`src/verilog/ps2_pkg.sv`:
```
`default_nettype none

package ps2_pkg;

    localparam int TICK_DIV   = 4;
    localparam int FILTER_LEN = 8;
    localparam int FRAME_BITS = 11;
    localparam int MAKE_KEYS  = 12;

    typedef logic [7:0]                        scan_code_t;
    typedef logic [3:0]                        key_code_t;
    typedef logic [$clog2(TICK_DIV)-1:0]       tick_cnt_t;
    typedef logic [$clog2(FRAME_BITS)-1:0]     bit_cnt_t;
    typedef logic [FRAME_BITS-1:0]             frame_t;
    typedef logic [FILTER_LEN-1:0]             filter_hist_t;

    typedef struct packed {
        logic clk;
        logic data;
    } ps2_lines_t;

    typedef struct packed {
        logic       valid; // good frame strobe
        logic       err;   // bad frame strobe
        scan_code_t code;
    } scan_event_t;

    typedef struct packed {
        scan_code_t code;
        key_code_t  key;
    } make_entry_t;

    typedef struct packed {
        logic      hit;
        key_code_t key;
    } key_match_t;

    typedef enum logic [1:0] {
        IDLE,
        BREAK,
        EXTENDED
    } decode_state_t;

    localparam scan_code_t BREAK_PREFIX = 8'hf0;
    localparam scan_code_t EXT_PREFIX   = 8'he0;
    localparam key_code_t  KEY_ENTER    = 4'd11;
    localparam key_code_t  KEY_TAB      = 4'd12;

    // set 2 make codes of the keypad keys
    localparam make_entry_t MAKE_TABLE [MAKE_KEYS] = '{
        '{8'h45, 4'd0}, '{8'h16, 4'd1}, '{8'h1e, 4'd2}, '{8'h26, 4'd3},
        '{8'h25, 4'd4}, '{8'h2e, 4'd5}, '{8'h36, 4'd6}, '{8'h3d, 4'd7},
        '{8'h3e, 4'd8}, '{8'h46, 4'd9}, '{8'h5a, KEY_ENTER}, '{8'h0d, KEY_TAB}
    };

    function automatic key_match_t key_lookup(scan_code_t code);
        key_match_t m;
        m = '{hit: 1'b0, key: '0};
        for (int i = 0; i < MAKE_KEYS; i++) begin
            if (MAKE_TABLE[i].code == code) begin
                m.hit = 1'b1;
                m.key = MAKE_TABLE[i].key;
            end
        end
        return m;
    endfunction

endpackage

`default_nettype wire

```
`src/verilog/key_decoder.sv`:
```
`timescale 1ns/1ps
`default_nettype none

module key_decoder (
    input  logic                 clk,
    input  logic                 rst,
    input  ps2_pkg::scan_event_t scan,
    output logic                 key_valid,
    output ps2_pkg::key_code_t   key_code
);
    import ps2_pkg::*;

    decode_state_t state;
    key_match_t    match;
    logic          make_hit;

    assign match    = key_lookup(scan.code);
    assign make_hit = scan.valid && (state == IDLE) && match.hit;

    // err events leave the state alone
    always_ff @(posedge clk or negedge rst) begin
        if (!rst) begin
            state     <= IDLE;
            key_valid <= 1'b0;
        end else begin
            key_valid <= make_hit;
            if (scan.valid) begin
                case (state)
                    IDLE: begin
                        if (scan.code == BREAK_PREFIX)
                            state <= BREAK;
                        else if (scan.code == EXT_PREFIX)
                            state <= EXTENDED;
                    end
                    BREAK: begin
                        state <= IDLE; // released key, drop it
                    end
                    EXTENDED: begin
                        if (scan.code == BREAK_PREFIX)
                            state <= BREAK;
                        else
                            state <= IDLE;
                    end
                    default: begin
                        state <= IDLE;
                    end
                endcase
            end
        end
    end

    // last key stays visible
    always_ff @(posedge clk) begin
        if (make_hit)
            key_code <= match.key;
    end

endmodule

`default_nettype wire

```
`src/verilog/ps2_frame_rx.sv`:
```
`timescale 1ns/1ps
`default_nettype none

module ps2_frame_rx (
    input  logic                 clk,
    input  logic                 rst,
    input  ps2_pkg::ps2_lines_t  lines,
    output ps2_pkg::scan_event_t scan
);
    import ps2_pkg::*;

    logic       clk_prev;
    logic       fall;
    bit_cnt_t   bit_cnt;
    frame_t     frame;
    frame_t     frame_next;
    logic       last_bit;
    logic       frame_ok;
    logic       valid_q;
    logic       err_q;
    scan_code_t code_q;

    assign fall       = clk_prev & ~lines.clk;
    assign frame_next = {lines.data, frame[FRAME_BITS-1:1]}; // lsb first on the wire
    assign last_bit   = fall && (bit_cnt == bit_cnt_t'(FRAME_BITS - 1));

    // start 0, stop 1, odd parity over data and parity bit
    assign frame_ok = !frame_next[0]
                      && frame_next[FRAME_BITS-1]
                      && (^frame_next[FRAME_BITS-2:1]);

    always_ff @(posedge clk or negedge rst) begin
        if (!rst) begin
            clk_prev <= 1'b1;
            bit_cnt  <= '0;
            valid_q  <= 1'b0;
            err_q    <= 1'b0;
        end else begin
            clk_prev <= lines.clk;
            valid_q  <= 1'b0;
            err_q    <= 1'b0;
            if (last_bit) begin
                bit_cnt <= '0;
                valid_q <= frame_ok;
                err_q   <= !frame_ok;
            end else if (fall) begin
                bit_cnt <= bit_cnt + 1'b1;
            end
        end
    end

    always_ff @(posedge clk) begin
        if (fall)
            frame <= frame_next;
        if (last_bit)
            code_q <= frame_next[8:1];
    end

    assign scan = '{valid: valid_q, err: err_q, code: code_q};

endmodule

`default_nettype wire

```
`src/verilog/ps2_keypad.sv`:
```
`timescale 1ns/1ps
`default_nettype none

module ps2_keypad (
    input  logic                clk,
    input  logic                rst,
    input  logic                ps2_clk,
    input  logic                ps2_data,
    output logic                scan_valid,
    output logic                scan_err,
    output ps2_pkg::scan_code_t scan_code,
    output logic                key_valid,
    output ps2_pkg::key_code_t  key_code
);
    import ps2_pkg::*;

    logic        tick;
    ps2_lines_t  lines;
    scan_event_t scan;

    ps2_sample_tick ps2_sample_tick_inst (
        .clk  (clk),
        .rst  (rst),
        .tick (tick)
    );

    ps2_line_filter ps2_line_filter_inst (
        .clk      (clk),
        .rst      (rst),
        .tick     (tick),
        .ps2_clk  (ps2_clk),
        .ps2_data (ps2_data),
        .lines    (lines)
    );

    ps2_frame_rx ps2_frame_rx_inst (
        .clk   (clk),
        .rst   (rst),
        .lines (lines),
        .scan  (scan)
    );

    key_decoder key_decoder_inst (
        .clk       (clk),
        .rst       (rst),
        .scan      (scan),
        .key_valid (key_valid),
        .key_code  (key_code)
    );

    assign scan_valid = scan.valid;
    assign scan_err   = scan.err;
    assign scan_code  = scan.code;

endmodule

`default_nettype wire

```
`src/verilog/ps2_line_filter.sv`:
```
`timescale 1ns/1ps
`default_nettype none

module ps2_line_filter (
    input  logic              clk,
    input  logic              rst,
    input  logic              tick,
    input  logic              ps2_clk,
    input  logic              ps2_data,
    output ps2_pkg::ps2_lines_t lines
);
    import ps2_pkg::*;

    // index 0 is the clock line, 1 the data line
    filter_hist_t hist [2];
    filter_hist_t hist_next [2];
    logic [1:0]   raw;
    logic [1:0]   filt;

    assign raw = {ps2_data, ps2_clk};

    always_comb begin
        for (int i = 0; i < 2; i++) begin
            hist_next[i] = {hist[i][FILTER_LEN-2:0], raw[i]};
        end
    end

    always_ff @(posedge clk or negedge rst) begin
        if (!rst) begin
            hist[0] <= '1;
            hist[1] <= '1;
            filt    <= 2'b11; // idle lines are high
        end else if (tick) begin
            for (int i = 0; i < 2; i++) begin
                hist[i] <= hist_next[i];
                if (&hist_next[i])
                    filt[i] <= 1'b1;
                else if (~|hist_next[i])
                    filt[i] <= 1'b0;
            end
        end
    end

    assign lines.clk  = filt[0];
    assign lines.data = filt[1];

endmodule

`default_nettype wire

```
`src/verilog/ps2_sample_tick.sv`:
```
`timescale 1ns/1ps
`default_nettype none

module ps2_sample_tick (
    input  logic clk,
    input  logic rst,
    output logic tick
);
    import ps2_pkg::*;

    tick_cnt_t cnt;

    always_ff @(posedge clk or negedge rst) begin
        if (!rst) begin
            cnt  <= '0;
            tick <= 1'b0;
        end else if (cnt == tick_cnt_t'(TICK_DIV - 1)) begin
            cnt  <= '0;
            tick <= 1'b1; // one pulse per wrap
        end else begin
            cnt  <= cnt + 1'b1;
            tick <= 1'b0;
        end
    end

endmodule

`default_nettype wire
```
`config.mk`:
```
export PLATFORM = sky130hd
export DESIGN_NAME = ps2_keypad
export DESIGN_NICKNAME = d
export VERILOG_FILES = /design/src/verilog/ps2_pkg.sv /design/src/verilog/key_decoder.sv /design/src/verilog/ps2_frame_rx.sv /design/src/verilog/ps2_keypad.sv /design/src/verilog/ps2_line_filter.sv /design/src/verilog/ps2_sample_tick.sv
export SDC_FILE = /design/constraint.sdc
export NUM_CORES = 1
export LEC_CHECK = 0
export BUFFER_PORTS_ARGS = -buffer_cell sky130_fd_sc_hd__buf_4
export CAP_MARGIN = 40
export CORE_MARGIN = 2
export CORE_UTILIZATION = 58
export CTS_BUF_LIST = sky130_fd_sc_hd__clkbuf_16
export DETAILED_ROUTE_END_ITERATION = 12
export PLACE_DENSITY_LB_ADDON = 0.05
export SYNTH_ARGS = -nofsm -noshare
export SYNTH_HDL_FRONTEND = slang
export SYNTH_SLANG_ARGS = --single-unit
```
`constraint.sdc`:
```
create_clock -name clk -period 2.1 [get_ports clk]
set_input_delay 0.315 -clock clk [delete_from_list [all_inputs] [get_ports clk]]
set_output_delay 0.315 -clock clk [all_outputs]
set_load 0.1 [all_outputs]
```
* Word-level counts from Yosys, hierarchy flattened *
Cells that the tools add are included.

operators by class
  reduce and logical (&&, ||, !) cells = 18
  eq/ne operators = 20
  add/subtract/negate cells = 2
  bitwise logic cells = 2
  mux-type cells = 26

operator list
  cell                 count
  $mux 5               12
  $eq 6x8->1 const A   6
  $eq 7x8->1 const A   3
  $eq 5x8->1 const A   2
  $eq 8x8->1 const B   2
  $reduce_and 8->1     2
  $reduce_or 8->1      2
  $reduce_xor 9->1     1
  $eq 4x8->1 const A   1
  $mux 1               8
  $mux 4               2
  $mux 2               3
  $reduce_and 2->1     3
  $logic_and 1x1->1    5
  $add 4x1->4 const B  1
  $eq 2x2->1 const B   2
  $eq 4x4->1 const B   1
  $ne 2x1->1 const B   2
  $pmux 2 s2           1
  $reduce_or 4->1      1
  $ne 3x3->1 const B   1
  $add 2x1->2 const B  1
  $logic_not 1->1      2
  $logic_not 2->1      1
  other kinds (3)      3

storage, ports and cells
  logic and storage cells = 84
  flip-flop bits (word level) = 52

* Longest topological paths before layout *
Gate-level depths: netlist of the first run.

  depth in word-level cells = 14
  depth in mapped cells = 6
  gate-level depth less buffers = 6

* Modules after synthesis *
A second synthesis of the first run with hierarchy kept.

unflattened totals
  cell total of the unflattened synthesis = 174
  area total of the unflattened synthesis = 2319.7 um^2

modules (own cells, without submodules)
  module           instances  area each (um^2)  sequential area each (um^2)  cells each
  ps2_frame_rx     1          957.2             716.9                        60
  ps2_line_filter  1          705.7             420.4                        48
  key_decoder      1          565.5             195.2                        61
  ps2_sample_tick  1          91.3              75.1                         5

* Least setup slack after synthesis of the first run *
No wires, ideal clock.

  path kind = register -> register
  start point = register ps2_frame_rx_inst.code_q[4]
  end point = register key_decoder_inst.key_code[0] (enable)
  arrival time = 2.047 ns
  setup slack = -0.292 ns
  setup time = 0.344 ns
  stages on the path, launching flop included = 6
  data required time = 1.756 ns
  buffers on the path = 1
  path through = edfxtp_1 -> buf_6 -> nand3b_1 -> a2111oi_2 -> a31oi_1 -> a211oi_2

between the ends
  cells in the longest elaborated chain, start to end = 14
  elaborated cells on any way between the ends = 25

ends and longest elaborated chain
  element                        line                text
  start: declaration             ps2_frame_rx.sv:21  scan_code_t code_q;
  start signal: assignment       ps2_frame_rx.sv:56  code_q <= frame_next[8:1];
  $eq 7x8->1                     ps2_pkg.sv:60       if (MAKE_TABLE[i].code == code) begin
  $mux 5 (11 in series)          ps2_pkg.sv:60
  $mux 5 *                       ps2_pkg.sv:60
  $logic_and 1x1->1 *            key_decoder.sv:18   assign make_hit = scan.valid && (state == IDLE) && match.hit;
  via key_decoder_inst.make_hit  key_decoder.sv:15   logic make_hit;
  end signal: assignment         key_decoder.sv:55   key_code <= match.key;
  end: declaration               key_decoder.sv:9    output ps2_pkg::key_code_t key_code

Mark *: on every way through the listed nets, which the timed path passes. The rest lies on a longest branch.
A chain may end at the register's enable or synchronous reset.

* Worst setup path in the final report of the first run *
Same ends and word-level chain as after synthesis.

==> flow_metrics.py, run 1 <==
metrics = {
    "run_status": {
        "outcome": "finished, final reports clean",
    },
    "power_and_ir_drop": {
        "ir_drop_uv": 434,
        "p_int_mw": 1.52,
        "pwr-share-seq_pct": 57.1,
        "p_total_mw": 1.90,
        "p_leak_nw": 0.998,
        "p_clk_share_pct": 40.5,
        "powerDensity_nw_per_um2": 722,
        "swShare_pct": 19.7,
        "p_switching_uw": 373,
        "comb_power_share_pct": 2.4,
    },
    "synth": {
        "synth.distinct_cells": 43,
        "ys_seq_area_share_pct": 61.8,
        "synth_ff_type": "edfxtp_1",
        "avgSynthCellArea_um2": 13.2,
        "async_flop_share_pct": 56.9,
        "yosys_register_bits": 51,
        "synth_enable_flop_cells": 22,
        "synth_nets": 180,
        "netlist_instances": 173,
        "synth_area_um2": 2280,
        "ys_warn_count": 0,
    },
    "placement": {
        "place.gp.congestion": 0.783,
        "dp_cells": 237,
        "hpwl_um": 2610,
        "place_area_um2": 2460,
        "io_buffers": 18,
        "preCtsSetupSlack_ps": 125,
    },
    "sta": {
        "fmax_ghz": 0.508,
        "final.setup_skew_ps": 2.03,
        "slew_viol_final": 0,
        "hold_viol": 0,
        "setup_ws_ps": 130,
        "max_slew_margin_pct": 68.6,
        "min_period_over_period_pct": 93.8,
        "setup_viol": 0,
        "tightest_slew_ps": 472,
        "finalCriticalPeriod_ps": 1970,
    },
    "worst_hold_path": {
        "hp-class": "input pin to flop",
    },
    "cts": {
        "clock_sinks": 51,
        "root_buffer": "clkbuf_16",
        "h-tree-depth": 2,
        "ctsResizeCount": 0,
        "cts_tree": "yes",
        "cts_buffer_depth": 2,
        "insertion_delay_ps": 290,
        "path_clk_slew_ps": 60,
        "cts_made_buffers": 5,
    },
    "worst_setup_path": {
        "crit_start": "ps2_frame_rx_inst.code_q[4]",
        "reg2reg_depth": 4,
        "critical_path_class": "flop to flop",
        "critPathLaunchType": "flop",
        "r2r_setup_slack_ps": 130,
        "crit_end": "key_decoder_inst.key_code[0]",
        "r2r_start": "ps2_frame_rx_inst.code_q[4]",
        "crit_required_ps": 2050,
        "arrival_ps": 1920,
        "crit_fanout": 10,
        "end_kind": "flop",
        "reg2reg_to": "key_decoder_inst.key_code[0]",
    },
    "job": {
        "maxCapViolations": 0,
    },
    "final_layout": {
        "insertedDiodeCount": 0,
        "fin_util_pct": 70.7,
        "area_growth_pct": 15.4,
        "final_cells": 248,
        "design_area_um2": 2630,
        "fill_cells": 260,
        "drive_gt1_share_pct": 34.0,
        "final_nets": 206,
    },
    "floorplanning": {
        "initial_core_util_pct": 61.2,
        "die_h_um": 66.6,
        "die-area_um2": 4440,
        "rows": 22,
        "boundaryPins": 19,
        "die_w_um": 66.6,
        "fp.coreArea_um2": 3720,
    },
    "global_route": {
        "grt_start_max_net_pins": 30,
        "grt_usage_pct": 19.2,
        "antenna_found_initial": 0,
        "grt_pass1_wl_um": 6220,
        "grt-ovfl-total": 0,
        "grt_pass1_vias": 1367,
    },
    "drt": {
        "routedWlPerCell_um": 15.0,
        "m1WireLength_um": 1610,
        "drc": 0,
        "wl_met2_um": 1880,
        "drt_iter0_drc": 83,
        "maxUsedRoutingLayer": "met4",
        "vias": 1435,
        "dr.pass1.iters": 4,
        "wl_um": 3730,
        "via_per_inst": 5.79,
        "met3_length_um": 173,
        "ant_nets": 0,
    },
}
==> metrics by stage <==
stage	hold WS, ps	TNS [ps]
2_1_floorplan	19.4	-1240
3_5_place_dp	249	0
4_1_cts	283	0
3_3_place_gp	240	0
6_report	284	0
5_1_grt	286	-255
==> sequential cells by signal (all words and copies together), names as in the netlist <==
register,cells
ps2_frame_rx_inst.frame,10
ps2_sample_tick_inst.cnt,2
ps2_frame_rx_inst.valid_q,1
key_decoder_inst.key_code,4
key_decoder_inst.state,2
ps2_line_filter_inst.hist,14
key_decoder_inst.key_valid,1
ps2_frame_rx_inst.code_q,8
ps2_frame_rx_inst.bit_cnt,4
ps2_frame_rx_inst.err_q,1
ps2_frame_rx_inst.clk_prev,1
ps2_sample_tick_inst.tick,1
ps2_line_filter_inst.filt,2
==> power by group through the flow <==
stage	registers (mW)	logic, mW	clock network, mW
after global placement	1.10	0.0417	0
after detailed placement	1.10	0.0454	0
after global routing	1.08	0.0518	0.824
after CTS	1.08	0.0472	0.784
final	1.08	0.0459	0.768
after floorplan	1.10	0.0246	0
==> final cells by class <==
cell class / instances / area [um2] / area share (%)
clock inverters: 3 / 16.3 / 0.619
flip-flops and latches: 51 / 1410 / 53.6
repair buffers: 25 / 190 / 7.24
multi-input cells: 108 / 797 / 30.3
inverters: 8 / 30.0 / 1.14
clock buffers: 5 / 125 / 4.76
well taps: 48 / 60.1 / 2.29
==> cells by family after synthesis <==
family	share of synthesized area [%]
compound gates	9.40
xor+xnor	3.79
fa+ha+maj	1.65
buf+inv	3.13
flops	61.8
mux	7.37
simple gates	12.8
==> how the worst min path moves through the flow <==
stage / slack [ps] / startpoint / cells past startpoint / end
6_report: 280 / ps2_clk / 2 / ps2_line_filter_inst.hist[8]
5_1_grt: 290 / ps2_data / 2 / ps2_line_filter_inst.hist[0]
4_1_cts: 280 / ps2_data / 2 / ps2_line_filter_inst.hist[0]
3_5_place_dp: 250 / rst / 1 / key_decoder_inst.key_valid
3_3_place_gp: 240 / rst / 1 / key_decoder_inst.key_valid
2_1_floorplan: 20 / rst / 0 / key_decoder_inst.key_valid
==> synth_stat cells (all sizes together) (5+ instances only) <==
cell type	number	area share [%]
nand2b	9	2.9
buf	5	1.6
mux2	14	6.9
o21ai	6	1.3
nor2	9	1.5
dfstp	17	20
dfrtp	12	13
xnor2	8	3.1
inv	8	1.3
edfxtp	22	29
nand2	10	1.6
==> worst max-delay path, stage by stage (launching register included) <==
cell	delay (ps)
edfxtp_1	570
nand3b_1	170
a2111oi_2	390
a31oi_1	110
a211oi_2	390
==> repair_timing <==
action,CTS,global route
endpoints found under the setup margin,0,4
hold buffers,1,0
endpoints found under the hold margin,12,0
setup buffers,0,2
==> layout by cell type (no fill, tap or decap), types with 5 or more instances in the layout <==
cell type | synthesis | routed
buf_4 | 0 | 24
clkbuf_16 | 0 | 5
dfrtp_1 | 12 | 12
dfstp_2 | 17 | 17
edfxtp_1 | 22 | 22
inv_1 | 7 | 8
mux2_2 | 14 | 14
nand2_1 | 10 | 10
nand2b_1 | 7 | 7
nor2_1 | 9 | 9
o21ai_0 | 6 | 6
xnor2_1 | 8 | 8
==> layer usage <==
layer  up-vias  track usage (%)
li1        686                -
met1       704             23.1
met2        38             32.3
met3         7             5.07
met4         0             8.67
met5         -                0
Power figures use the tool's default switching activity.
==> inputs of run 2 (changes only) <==
- CELL_PAD_IN_SITES_DETAIL_PLACEMENT: not set -> 1
- CELL_PAD_IN_SITES_GLOBAL_PLACEMENT: not set -> 1
- CORE_UTILIZATION: 58 -> 48
==> run 2 against run 1 <==
  * First-iteration DRC count up 17%
  * Flip-flop and latch count unchanged
  * Sequential share of layout area down 0.93 points
==> flow_metrics.py, run 2 (synthesized netlist as in run 1, its figures left out) <==
metrics = {
    "run_status": {
        "outcome": "finished, final reports clean",
    },
    "floorplanning": {
        "die_h_um": 72.9,
        "die_w_um": 72.9,
        "die-area_um2": 5310,
        "boundaryPins": 19,
        "fp.coreArea_um2": 4660,
        "initial_core_util_pct": 48.8,
        "rows": 25,
    },
    "cts": {
        "cts_made_buffers": 5,
        "cts_buffer_depth": 2,
        "cts_tree": "yes",
        "path_clk_slew_ps": 70,
        "insertion_delay_ps": 290,
        "clock_sinks": 51,
        "h-tree-depth": 2,
        "root_buffer": "clkbuf_16",
        "post_cts_buffers": 0,
    },
    "power_and_ir_drop": {
        "ir_drop_uv": 412,
        "p_leak_nw": 1.01,
        "powerDensity_nw_per_um2": 765,
    },
    "final_layout": {
        "drive_gt1_share_pct": 34.7,
        "insertedDiodeCount": 0,
        "mostFrequentLayoutCells": "buf_4 (22), edfxtp_1 (22), dfstp_2 (17)",
        "fin_util_pct": 57.3,
        "largest_reg_flops": 14,
        "regMostFlops": "ps2_line_filter_inst.hist",
        "area_growth_pct": 17.4,
        "reg.largest.list": "ps2_line_filter_inst.hist x14, ps2_frame_rx_inst.frame x10, ps2_frame_rx_inst.code_q x8",
        "final_nets": 205,
        "design_area_um2": 2670,
    },
    "worst_setup_path": {
        "crit_required_ps": 2060,
        "critical-path-slowest-cell": "edfxtp_1",
        "crit_fanout": 11,
        "critPathLaunchType": "flop",
        "slowest_delay_ps": 420,
        "arrival_ps": 1930,
        "critical_path_class": "flop to flop",
        "path_cells": "buf_12 -> xor2_2 -> o22ai_1 -> a32o_1 -> a22oi_2 -> a211oi_4",
        "end_kind": "flop",
    },
    "sta": {
        "max_slew_margin_pct": 68.9,
        "tightest_slew_ps": 467,
        "final.setup_skew_ps": 5.71,
        "slew_viol_final": 0,
        "fmax_ghz": 0.509,
        "min_period_over_period_pct": 93.6,
        "setup_viol": 0,
        "finalCriticalPeriod_ps": 1970,
        "hold_viol": 0,
    },
    "global_route": {
        "grt_usage_pct": 19.0,
        "antenna_found_initial": 0,
        "grt_start_max_net_pins": 30,
        "grt_pass1_vias": 1537,
        "grt_pass1_wl_um": 7560,
        "grt-ovfl-total": 0,
    },
    "job": {
        "maxCapViolations": 0,
    },
    "drt": {
        "routedWlPerCell_um": 18.2,
        "vias": 1433,
        "dr.pass1.iters": 4,
        "drt_iter0_drc": 97,
        "ant_nets": 0,
        "drc": 0,
        "via_per_inst": 5.66,
        "wl_um": 4600,
    },
    "placement": {
        "io_buffers": 18,
        "hpwl_um": 3090,
        "place_area_um2": 2490,
        "place.gp.congestion": 0.852,
    },
    "worst_hold_path": {
        "hp-class": "input pin to flop",
    },
}
==> run 2: power by group <==
group | leakage, nW | internal (mW) | switching [mW]
Clock | 0.0845 | 0.563 | 0.354
Combinational | 0.392 | 0.0213 | 0.0238
Sequential | 0.534 | 1.07 | 0.0180
Total | 1.01 | 1.65 | 0.396
==> run 2: worst max-delay path, delay by kind of cell (launching register included) <==
kind	cells	cell delay, ps
buffers and inverters	1	170
AOI/OAI and AO/OA	4	860
xor gates and xnor gates	1	180
DFF	1	420
==> run 2: layout make-up <==
type	count	area (um2)
clock buffers	5	125
clock inverters	3	42.5
fillers	470	1990
inverters	8	30.0
multi-input cells	108	805
flip-flops and latches	51	1410
well taps	54	67.6
repair buffers	24	195
==> run 2: timing repair <==
action	in CTS	in global routing
setup endpoints to repair	0	4
resized for setup	0	1
endpoints found under the hold margin	12	0
hold buffers	1	0
==> run 2: metal layers <==
layer	global-route usage, %	part of all wire (%)
met1	24.3	45
met2	31.5	50
met3	4.28	2.8
met4	7.20	1.7
met5	0	0
==> run 2: path summary, 6_finish.rpt <==
kind	startpoint	cells after the start	to	slack [ps]
setup reg to reg	ps2_frame_rx_inst.code_q[3]	6	key_decoder_inst.key_code[0]	130
min in group asynchronous	rst	2	key_decoder_inst.key_valid	480
setup / recovery	ps2_frame_rx_inst.code_q[3]	6	key_decoder_inst.key_code[0]	130
hold reg to reg	ps2_line_filter_inst.filt[0]	0	ps2_frame_rx_inst.clk_prev	380
hold / removal	ps2_data	2	ps2_line_filter_inst.hist[0]	280
max in group asynchronous	rst	2	ps2_line_filter_inst.hist[8]	1310
==> run 2: through the flow <==
stage / power [mW] / setup slack (ps) / hold slack, ps / TNS (ps) / std cells
3_5_place_dp: 1.15 / 97.0 / 253 / 0 / 244
4_1_cts: 2.07 / 93.5 / 270 / 0 / 253
2_1_floorplan: 1.12 / -289 / 19.4 / -1240 / 173
3_3_place_gp: 1.14 / 218 / 246 / 0 / 244
5_1_grt: 2.12 / -6.53 / 283 / -18.6 / 253
6_report: 2.05 / 134 / 277 / 0 / 253
==> inputs of run 3 (changes only) <==
- CELL_PAD_IN_SITES_GLOBAL_PLACEMENT: 1 -> 2
- CORE_UTILIZATION: 48 -> 41
==> run 3 against run 2 <==
  * Total power decreased by 0.96%
  * Clock power fell by 2%
  * Flip-flop and latch count did not move
  * Highest routed layer unchanged
  * Clock skew barely moved
  * Sequential power hardly changed
  * Largest cell class unchanged
  * Largest power group unchanged
  * Non-clock buffer count is 2 higher
  * Setup slack better by 76 ps
==> flow_metrics.py, run 3 (synthesized netlist as in run 1, its figures left out) <==
metrics = {
    "drt": {
        "ant_nets": 0,
        "via_per_inst": 5.26,
        "wl_met2_um": 2060,
        "routedWlPerCell_um": 15.5,
        "drc": 0,
        "drt_iter0_drc": 88,
        "m1WireLength_um": 1960,
        "dr.pass1.iters": 4,
        "met3_length_um": 148,
        "vias": 1436,
        "maxUsedRoutingLayer": "met4",
        "wl_um": 4230,
    },
    "final_layout": {
        "drive_gt1_share_pct": 34.8,
        "multi_input_area_um2": 797,
        "final_nets": 207,
        "final_cells": 273,
        "area_growth_pct": 18.2,
        "final_common_cell": "buf_4",
        "largest_reg_flops": 14,
        "regMostFlops": "ps2_line_filter_inst.hist",
        "design_area_um2": 2690,
        "reg.largest.list": "ps2_line_filter_inst.hist x14, ps2_frame_rx_inst.frame x10, ps2_frame_rx_inst.code_q x8",
        "mostFrequentLayoutCells": "buf_4 (25), edfxtp_1 (22), dfstp_2 (17)",
        "seq_area_um2": 1410,
        "insertedDiodeCount": 0,
        "fill_cells": 555,
    },
    "global_route": {
        "grt_start_max_net_pins": 30,
        "antenna_found_initial": 0,
        "grt-ovfl-total": 0,
        "grt_pass1_vias": 1440,
        "grt_usage_pct": 14.5,
        "grt_pass1_wl_um": 6940,
    },
    "floorplanning": {
        "die_w_um": 78.5,
        "fp.coreArea_um2": 5440,
        "initial_core_util_pct": 41.8,
        "die_h_um": 78.5,
        "boundaryPins": 19,
        "die-area_um2": 6160,
        "rows": 27,
    },
    "placement": {
        "place_area_um2": 2500,
        "preCtsSetupSlack_ps": 137,
        "io_buffers": 18,
        "dp_cells": 263,
        "place.gp.congestion": 0.789,
        "hpwl_um": 3210,
    },
    "cts": {
        "insertion_delay_ps": 280,
        "path_clk_slew_ps": 70,
        "clock_sinks": 51,
        "cts_tree": "yes",
        "cts_buffer_depth": 2,
        "cts_made_buffers": 5,
        "h-tree-depth": 2,
        "root_buffer": "clkbuf_16",
        "ctsResizeCount": 0,
    },
    "sta": {
        "min_period_over_period_pct": 90.0,
        "tightest_slew_ps": 494,
        "holdWs_ps": 296,
        "finalCriticalPeriod_ps": 1890,
        "final.setup_skew_ps": 5.37,
        "max_slew_margin_pct": 67.0,
        "fmax_ghz": 0.529,
        "setup_viol": 0,
        "setup_ws_ps": 210,
        "hold_viol": 0,
        "slew_viol_final": 0,
        "rsz0062_at_grt": "no",
    },
    "power_and_ir_drop": {
        "p_total_mw": 2.03,
        "ir_drop_uv": 454,
        "p_leak_nw": 1.01,
        "powerDensity_nw_per_um2": 753,
    },
    "worst_setup_path": {
        "end_kind": "flop",
        "crit_fanout": 5,
        "arrival_ps": 1890,
        "r2r_setup_slack_ps": 210,
        "slowest_delay_ps": 460,
        "crit_required_ps": 2100,
        "critPathLaunchType": "flop",
        "path_cells": "nor2b_1 -> nand3_1 -> o31ai_1 -> a31oi_1 -> a211oi_2 -> buf_4",
        "critical_path_class": "flop to flop",
        "critical-path-slowest-cell": "edfxtp_1",
    },
    "job": {
        "maxCapViolations": 0,
    },
    "worst_hold_path": {
        "hp-class": "input pin to flop",
    },
    "run_status": {
        "outcome": "finished, final reports clean",
    },
}
run 3: power breakdown:
| group | leakage, nW | total (mW) | internal (mW) | switching, mW |
|---|---|---|---|---|
| Sequential | 0.534 | 1.08 | 1.07 | 0.0169 |
| Clock | 0.0818 | 0.898 | 0.562 | 0.336 |
| Combinational | 0.397 | 0.0455 | 0.0212 | 0.0243 |
run 3: cell type report:
type                    instances  area share, %
clock buffers                   5           4.65
clock inverters                 3           1.58
inverters                       8           1.12
multi-input cells             108           29.6
flip-flops and latches         51           52.3
well taps                      72           3.35
repair buffers                 26           7.35
run 3: final timing paths:
check | endpoint | start | cells after the start
setup / recovery | key_decoder_inst.key_code[0] | ps2_frame_rx_inst.code_q[0] | 6
hold / removal | ps2_line_filter_inst.hist[0] | ps2_data | 2
setup reg to reg | key_decoder_inst.key_code[0] | ps2_frame_rx_inst.code_q[0] | 6
hold reg to reg | ps2_frame_rx_inst.clk_prev | ps2_line_filter_inst.filt[0] | 0
max in group asynchronous | ps2_line_filter_inst.hist[3] | rst | 2
min in group asynchronous | key_decoder_inst.key_valid | rst | 2
run 3: through the flow:
stage               utilization [%]  setup TNS (ps)
finish                         49.5               0
floorplan                         -           -1240
CTS                            49.3               0
global route                   49.5               0
detailed placement             46.1               0
global placement               46.1               0
run 3: timing repair:
item                                    4_1_cts  5_1_grt
endpoints found under the hold margin        12        0
hold buffers                                  1        0
buffers inserted                              0        1
endpoints found under the setup margin        0        4
run 3: critical path: cells and delay by family, from the launching register on:
family	cells	cell delay, ps
AOI/OAI and AO/OA	3	490
and+or+nand+nor	2	480
DFF	1	460
buffers and inverters	1	170
run 3: metal layers:
layer | up-vias | track usage, %
li1 | 687 | -
met1 | 715 | 19.7
met2 | 27 | 23.3
met3 | 7 | 2.87
met4 | 0 | 4.74
met5 | - | 0
